--- config.mk ---
export PLATFORM = sky130hd
export DESIGN_NAME = spiPeriph
export DESIGN_NICKNAME = d
export VERILOG_FILES = /design/src/logic/spiPkg.sv /design/src/logic/spiRegBank.sv /design/src/logic/spiByteEngine.sv /design/src/logic/spiTimeoutTimer.sv /design/src/logic/spiPeriph.sv
export SDC_FILE = /design/constraint.sdc
export NUM_CORES = 1
export LEC_CHECK = 0
export ABC_AREA = 1
export BUFFER_PORTS_ARGS = -buffer_cell sky130_fd_sc_hd__buf_2
export CORE_MARGIN = 3
export CORE_UTILIZATION = 40
export DETAILED_ROUTE_END_ITERATION = 10
export GPL_TIMING_DRIVEN = 1
export PLACE_DENSITY = 0.56
export SLEW_MARGIN = 0
export SYNTH_ARGS = -nofsm -noshare
export SYNTH_HDL_FRONTEND = slang
export SYNTH_SLANG_ARGS = --single-unit
--- constraint.sdc ---
create_clock -name AClkH -period 1.85 [get_ports AClkH]
set_input_delay 0.0925 -clock AClkH [delete_from_list [all_inputs] [get_ports AClkH]]
set_output_delay 0.0925 -clock AClkH [all_outputs]
set_load 0.02 [all_outputs]
--- src/logic/spiPkg.sv ---
package spiPkg;

  // ********************************************************************
  // Register bus
  // ********************************************************************
  localparam int RegAddrW = 2;
  localparam int BusW     = 16;

  typedef logic [RegAddrW-1:0] regAddrT;
  typedef logic [BusW-1:0]     busDataT;

  // Strobe codes on wrEn and rdEn
  typedef logic [1:0] accessT;
  localparam accessT ByteAccess = 2'b01;
  localparam accessT WordAccess = 2'b11;

  // Byte addresses
  localparam regAddrT AddrCtrl = 2'd0;
  localparam regAddrT AddrBaud = 2'd1;
  localparam regAddrT AddrData = 2'd2;

  // Word addresses
  localparam regAddrT AddrPres = 2'd2;
  localparam regAddrT AddrTOut = 2'd3;

  // ********************************************************************
  // SPI engine and timer
  // ********************************************************************
  typedef logic [7:0]  spiByteT;
  typedef logic [7:0]  baudT;
  typedef logic [15:0] timerWordT;

  // Bit 1 idle clock level, bit 0 sample on second edge
  typedef logic [1:0] spiModeT;

  typedef struct packed {
    logic    csEn;
    logic    msbFirst;
    spiModeT mode;
  } spiCtrlT;

  // Half-bit steps loaded at transfer start
  localparam logic [3:0] BitCountInit = 4'd15;

endpackage

--- src/logic/spiRegBank.sv ---
module spiRegBank
  import spiPkg::*;
(
  input  logic      AClkH,
  input  logic      AResetB,
  input  regAddrT   addr,
  input  accessT    wrEn,
  input  accessT    rdEn,
  input  busDataT   mosi,
  output busDataT   miso,
  output spiCtrlT   ctrl,
  output baudT      baud,
  output logic      startXfer,
  output spiByteT   txByte,
  output timerWordT presCfg,
  output timerWordT toutCfg,
  output logic      reload,
  input  logic      busy,
  input  spiByteT   rxByte,
  input  logic      timerNz
);

  logic byteWr;
  logic wordWr;
  logic byteRd;
  logic wordRd;

  // ********************************************************************
  // Access decode
  // ********************************************************************
  assign byteWr = (wrEn == ByteAccess);
  assign wordWr = (wrEn == WordAccess);
  assign byteRd = (rdEn == ByteAccess);
  assign wordRd = (rdEn == WordAccess);

  // Data byte write kicks the engine in the same cycle
  assign startXfer = byteWr && (addr == AddrData);
  assign txByte    = mosi[7:0];

  // Reading the timeout word rearms the timer
  assign reload = wordRd && (addr == AddrTOut);

  // ********************************************************************
  // Configuration registers
  // ********************************************************************
  always_ff @(posedge AClkH or negedge AResetB)
  begin
    if (!AResetB)
    begin
      ctrl    <= '0;
      baud    <= '0;
      presCfg <= '0;
      toutCfg <= '0;
    end
    else
    begin
      if (byteWr && (addr == AddrCtrl))
      begin
        // Control byte layout is msbFirst at 7, mode at 5:4, csEn at 0
        ctrl.msbFirst <= mosi[7];
        ctrl.mode     <= mosi[5:4];
        ctrl.csEn     <= mosi[0];
      end
      if (byteWr && (addr == AddrBaud))
      begin
        baud <= mosi[7:0];
      end
      if (wordWr && (addr == AddrPres))
      begin
        presCfg <= mosi;
      end
      if (wordWr && (addr == AddrTOut))
      begin
        toutCfg <= mosi;
      end
    end
  end

  // ********************************************************************
  // Read mux
  // ********************************************************************
  always_comb
  begin
    miso = '0;
    if (byteRd)
    begin
      case (addr)
        AddrCtrl: miso[7:0] = {busy, timerNz, ctrl.mode, 3'b000, ctrl.csEn};
        AddrBaud: miso[7:0] = baud;
        AddrData: miso[7:0] = rxByte;
        default:  miso = '0;
      endcase
    end
    else if (wordRd)
    begin
      case (addr)
        AddrPres: miso = presCfg;
        AddrTOut: miso = toutCfg;
        default:  miso = '0;
      endcase
    end
  end

endmodule

--- src/logic/spiByteEngine.sv ---
module spiByteEngine
  import spiPkg::*;
(
  input  logic    AClkH,
  input  logic    AResetB,
  input  spiCtrlT ctrl,
  input  baudT    baud,
  input  logic    startXfer,
  input  spiByteT txByte,
  input  logic    spiMiso,
  output logic    spiSck,
  output logic    spiMosi,
  output logic    busy,
  output spiByteT rxByte
);

  logic [3:0] bitCount;
  logic [3:0] bitCountNext;
  baudT       baudDiv;
  baudT       baudDivNext;
  spiByteT    txShift;
  spiByteT    txNext;
  spiByteT    rxNext;
  logic       sckNext;
  logic       misoQ;
  logic       active;
  logic       step;
  logic       sampleStep;
  logic       shiftStep;

  function automatic spiByteT reverseByte(input spiByteT b);
    spiByteT r;
    for (int i = 0; i < 8; i++)
    begin
      r[i] = b[7-i];
    end
    return r;
  endfunction

  // ********************************************************************
  // Divider and half-bit counter
  // ********************************************************************
  assign active     = (bitCount != '0) || (baudDiv != '0);
  assign step       = active && (baudDiv == '0);
  // MISO goes through a register, so the loopback needs baud of at least 1
  assign sampleStep = step && bitCount[0];
  assign shiftStep  = step && !bitCount[0];

  always_comb
  begin
    if (startXfer)
    begin
      bitCountNext = BitCountInit;
      baudDivNext  = baud;
    end
    else
    begin
      bitCountNext = bitCount - 4'(step);
      if (baudDiv != '0)
        baudDivNext = baudDiv - 8'd1;
      else if (bitCount != '0)
        baudDivNext = baud;
      else
        baudDivNext = '0;
    end
  end

  // Shifters, LSB-first bytes are mirrored so MOSI always leaves from bit 7
  always_comb
  begin
    if (startXfer)
      txNext = ctrl.msbFirst ? txByte : reverseByte(txByte);
    else if (shiftStep)
      txNext = {txShift[6:0], 1'b0};
    else
      txNext = txShift;

    if (sampleStep)
      rxNext = ctrl.msbFirst ? {rxByte[6:0], misoQ} : {misoQ, rxByte[7:1]};
    else
      rxNext = rxByte;

    // Leading level puts the launch edge first in modes 1 and 3
    if (startXfer)
      sckNext = ctrl.mode[1] ^ ctrl.mode[0];
    else if (active)
      sckNext = spiSck ^ step;
    else
      sckNext = ctrl.mode[1];
  end

  always_ff @(posedge AClkH or negedge AResetB)
  begin
    if (!AResetB)
    begin
      bitCount <= '0;
      baudDiv  <= '0;
      txShift  <= '0;
      rxByte   <= '0;
      spiSck   <= 1'b0;
      misoQ    <= 1'b0;
      busy     <= 1'b0;
    end
    else
    begin
      bitCount <= bitCountNext;
      baudDiv  <= baudDivNext;
      txShift  <= txNext;
      rxByte   <= rxNext;
      spiSck   <= sckNext;
      misoQ    <= spiMiso;
      // Falls together with SCK returning to idle
      busy     <= active;
    end
  end

  assign spiMosi = txShift[7];

endmodule

--- src/logic/spiTimeoutTimer.sv ---
module spiTimeoutTimer
  import spiPkg::*;
(
  input  logic      AClkH,
  input  logic      AResetB,
  input  timerWordT presCfg,
  input  timerWordT toutCfg,
  input  logic      reload,
  output logic      timerNz
);

  timerWordT presCnt;
  timerWordT toutCnt;
  timerWordT presNext;
  timerWordT toutNext;
  logic      presNz;
  logic      toutNz;

  assign presNz = (presCnt != '0);
  assign toutNz = (toutCnt != '0);

  always_comb
  begin
    if (reload)
    begin
      // Zero timeout leaves the timer disarmed
      presNext = (toutCfg != '0) ? presCfg : '0;
      toutNext = toutCfg;
    end
    else
    begin
      if (presNz)
        presNext = presCnt - 16'd1;
      else if (toutNz)
        presNext = presCfg;
      else
        presNext = '0;
      // One timeout tick per prescaler wrap
      toutNext = (toutNz && !presNz) ? toutCnt - 16'd1 : toutCnt;
    end
  end

  always_ff @(posedge AClkH or negedge AResetB)
  begin
    if (!AResetB)
    begin
      presCnt <= '0;
      toutCnt <= '0;
      timerNz <= 1'b0;
    end
    else
    begin
      presCnt <= presNext;
      toutCnt <= toutNext;
      timerNz <= (presNext != '0) || (toutNext != '0);
    end
  end

endmodule

--- src/logic/spiPeriph.sv ---
module spiPeriph
  import spiPkg::*;
(
  input  logic    AClkH,
  input  logic    AResetB,
  input  regAddrT addr,
  input  accessT  wrEn,
  input  accessT  rdEn,
  input  busDataT mosi,
  output busDataT miso,
  output logic    spiSck,
  input  logic    spiMiso,
  output logic    spiMosi,
  output logic    spiCsB,
  output logic    timerNz
);

  spiCtrlT   ctrl;
  baudT      baud;
  logic      startXfer;
  spiByteT   txByte;
  timerWordT presCfg;
  timerWordT toutCfg;
  logic      reload;
  logic      busy;
  spiByteT   rxByte;

  // ********************************************************************
  // Register bank, byte engine and timer
  // ********************************************************************
  spiRegBank regBank0 (
    .AClkH     (AClkH),
    .AResetB   (AResetB),
    .addr      (addr),
    .wrEn      (wrEn),
    .rdEn      (rdEn),
    .mosi      (mosi),
    .miso      (miso),
    .ctrl      (ctrl),
    .baud      (baud),
    .startXfer (startXfer),
    .txByte    (txByte),
    .presCfg   (presCfg),
    .toutCfg   (toutCfg),
    .reload    (reload),
    .busy      (busy),
    .rxByte    (rxByte),
    .timerNz   (timerNz)
  );

  spiByteEngine byteEngine0 (
    .AClkH     (AClkH),
    .AResetB   (AResetB),
    .ctrl      (ctrl),
    .baud      (baud),
    .startXfer (startXfer),
    .txByte    (txByte),
    .spiMiso   (spiMiso),
    .spiSck    (spiSck),
    .spiMosi   (spiMosi),
    .busy      (busy),
    .rxByte    (rxByte)
  );

  spiTimeoutTimer timer0 (
    .AClkH   (AClkH),
    .AResetB (AResetB),
    .presCfg (presCfg),
    .toutCfg (toutCfg),
    .reload  (reload),
    .timerNz (timerNz)
  );

  // Chip select follows the enable bit straight from its register
  assign spiCsB = ~ctrl.csEn;

endmodule

==> flow_summary.yaml <==
run_status:
  status: "finished with violations"
  violations: "negative setup slack"
placement:
  post-place-cells: 1176
  pre_cts_ws_ns: -0.334
  gp_congestion: 0.896
  dpl_cell_area_sq_um: 7440
  portBuffers: 44
  dp.final_hpwl_um: 14000
clocking:
  cts.path.max_buffers: 2
  numCtsBuffers: 9
  cts_root_buffer: "clkbuf_16"
  cts_tree: "done"
  clk-insertion-delay-late_ns: 0.36
  clkTransAtPathRegs_ns: 0.07
  cts.sinks: 108
  htree_levels: 3
synthesis:
  synth_xor_area_share_pct: 2.43
  syn_area_sq_um: 6130
  synth_top_family_by_area: "simple AND/OR/NAND/NOR gates"
  netlist.area_leader.share_pct: 44.1
  synthAdderAreaFrac_pct: 1.63
  syn_inst: 851
  synth_seq_area_share_pct: 44.1
  ys_warn_count: 0
  synth_compound_area_share_pct: 12.1
  yosys.area.top_type: "dfrtp_1"
  muxShareOfSynthArea_pct: 0.184
  ys_types: 40
  synth_area_leaders: "dfrtp_1 44%, nand2_1 17%, nor2_1 6.7%"
  synth_area_per_cell_sq_um: 7.20
  syn_nets: 884
  ys_ff_latch: 108
  synth-simple-area-share_pct: 31.1
detailed_routing:
  final_antenna_net_count: 0
  drt-initial-drc-count: 429
  wl_per_cell_um: 15.5
  drtPass1Iterations: 5
  post_drt_via_cell_ratio: 4.97
  num_vias: 6117
  drc: 0
  routed_wl_um: 19000
finish:
  finalNonFillerCells: 1232
  n_antenna_cell: 0
  drive_gt1_share_pct: 30.7
  fin_nets: 1076
  most-common-layout-cells: "251 x nand2_1, 130 x buf_4, 108 x dfrtp_1, 91 x nor2_1, 87 x inv_1"
  final_common_cell: "nand2_1"
  finalInstanceArea_sq_um: 8600
  syn_to_final_growth_pct: 40.3
setup_path:
  reg2reg_to: "timer0.timerNz"
  cp.arrival_ns: 2.42
  worstPathMaxFanout: 5
  r2r_slack_ns: -0.28
  r2r_cells: 17
  critPathKind: "flip-flop to flip-flop"
  critical_path_required_ns: 2.14
  cp-endpoint: "timer0.timerNz"
  r2r-start: "timer0.presCnt[0]"
  crit_start: "timer0.presCnt[0]"
  cp-start-kind: "flip-flop"
  crit_path_end_kind: "flip-flop"
die:
  initial_core_util_pct: 41.5
  die_w_um: 130
  dieHeight_um: 130
  core.rowCount: 44
  ioPinCount: 45
  fp.coreArea_sq_um: 14800
  die_area_sq_um: 16800
global_route:
  grt_max_degree: 43
  antenna_found_initial: 0
  track_usage_pct: 23.2
  grt_pass1_wl_um: 30200
  overflow: 0
  grt_pass1_vias: 5951
sta:
  period_minus_slack_ns: 2.13
  fmax_mhz: 470
  finalHoldViolations: 0
  setup_viol_count_final: 6
  tns_ns: -0.465
  rsz0062_at_grt: "yes"
  drv_slew: 0
  max_slew_margin_pct: 57.9
  final.setup_skew_ns: 0.00789
  worst_slack_ns: -0.279
  worst_pin_slew_ns: 0.632
  period_share_pct: 115
min_path:
  hold_path_class: "input port to flip-flop"
  whs_path_depth: 3
  hp-start: "mosi[15]"
power:
  peakVddDrop_mv: 0.630
  power_density_nw_per_um2: 1340
  leakage_nw: 4.43
flow_run:
  maxCapViolCount: 0
==> logic make-up (layout without fill, tap and decap cells) <==
logic type | after synthesis | after routing
AO/OA/AOI/OAI | 129 | 129
XOR/XNOR | 17 | 17
adder cells (fa/ha/maj) | 8 | 8
buffers and inverters | 132 | 328
flip-flops | 108 | 108
multiplexers | 1 | 1
AND/OR/NAND/NOR | 456 | 457
==> timing repair <==
item	in CTS	in global routing
hold endpoints to repair	49	0
setup endpoints to repair	13	44
buffers inserted	24	16
pin swaps	29	39
resized for setup	50	88
cloned	1	1
hold buffers	11	0
==> registers in the layout (all words and copies together) (netlist names) <==
register,flops
regBank0.ctrl,4
byteEngine0.misoQ,1
regBank0.toutCfg,16
byteEngine0.busy,1
regBank0.baud,8
byteEngine0.bitCount,4
timer0.timerNz,1
timer0.toutCnt,16
timer0.presCnt,16
byteEngine0.spiSck,1
byteEngine0.rxByte,8
byteEngine0.baudDiv,8
byteEngine0.txShift,8
regBank0.presCfg,16
==> how the worst min path moves through the flow <==
stage	to	slack (ns)
floorplan	byteEngine0.baudDiv[0]	-0.20
global placement	byteEngine0.rxByte[1]	0.16
detailed placement	byteEngine0.rxByte[1]	0.16
CTS	regBank0.toutCfg[15]	0.001
global route	regBank0.toutCfg[9]	0.03
finish	regBank0.toutCfg[15]	0.009
==> power breakdown <==
| group | switching [mW] | leakage [nW] | internal [mW] |
|---|---|---|---|
| Combinational | 2.87 | 2.94 | 2.71 |
| Sequential | 0.571 | 1.31 | 3.09 |
| Clock | 0.915 | 0.171 | 1.38 |
| Total | 4.36 | 4.43 | 7.18 |
==> area by class of cell <==
cell class | instances | area, sq um
multi-input combinational | 612 | 3320
sequential | 108 | 2700
clock buffer | 10 | 239
fill | 1378 | 6160
timing repair buffer | 203 | 1570
tap | 184 | 230
clock inverter | 6 | 118
inverter | 109 | 417
==> through the flow <==
stage / hold slack [ns] / utilization (%) / power [mW]
2_1_floorplan: -0.203 / - / 6.05
3_3_place_gp: 0.156 / 50.4 / 8.27
3_5_place_dp: 0.158 / 50.4 / 8.27
4_1_cts: 0.00134 / 56.0 / 11.1
5_1_grt: 0.0255 / 58.3 / 12.4
6_report: 0.00928 / 58.3 / 11.5
==> metal layers <==
metal / track usage, % / part of all wire (%) / up-vias
met3: 2.99 / 3.9 / 22
met2: 38.7 / 49 / 136
met4: 8.07 / 2.4 / 0
li1: - / - / 3087
met1: 31.3 / 45 / 2872
met5: 0 / 0 / -
==> synthesized netlist by cell type <==
| master | instances |
|---|---|
| nand3_2 | 2 |
| mux2_2 | 1 |
| o211ai_1 | 10 |
| nor2_4 | 2 |
| dfrtp_1 | 108 |
| a21oi_2 | 1 |
| o2bb2ai_1 | 1 |
| o31ai_1 | 1 |
| o22ai_1 | 11 |
| nand2_2 | 4 |
| and2_1 | 1 |
| nand3b_1 | 4 |
| nand3_1 | 35 |
| xnor2_1 | 6 |
| o21ai_1 | 2 |
| clkbuf_1 | 14 |
| nor2_2 | 6 |
| nor4_1 | 1 |
| buf_4 | 1 |
| a32oi_1 | 1 |
| buf_6 | 2 |
| a22oi_1 | 1 |
| xor2_1 | 11 |
| a21oi_1 | 32 |
| nor3_1 | 4 |
| nand2_1 | 273 |
| nand2_4 | 4 |
| inv_2 | 7 |
| nor2_1 | 110 |
| buf_2 | 6 |
| nor2_8 | 1 |
| o221ai_1 | 5 |
| inv_1 | 101 |
| ha_1 | 8 |
| a21boi_1 | 1 |
| o311ai_0 | 5 |
| nand4_1 | 8 |
| clkinv_1 | 1 |
| nor3b_1 | 1 |
| o21ai_0 | 58 |
==> worst max-delay path: stages (launching register included) <==
cell	delay, ns
dfrtp_1	0.37
inv_2	0.07
ha_4	0.16
buf_6	0.10
nand3_4	0.08
nor2_4	0.18
nand2_4	0.11
buf_6	0.14
a21oi_4	0.15
buf_6	0.15
nand2_1	0.06
nand2_1	0.06
nand2_1	0.06
nand3_1	0.09
nor2_1	0.05
nand2_1	0.10
nor2_4	0.04
nand4_1	0.09
(Power assumes the default switching activity.)
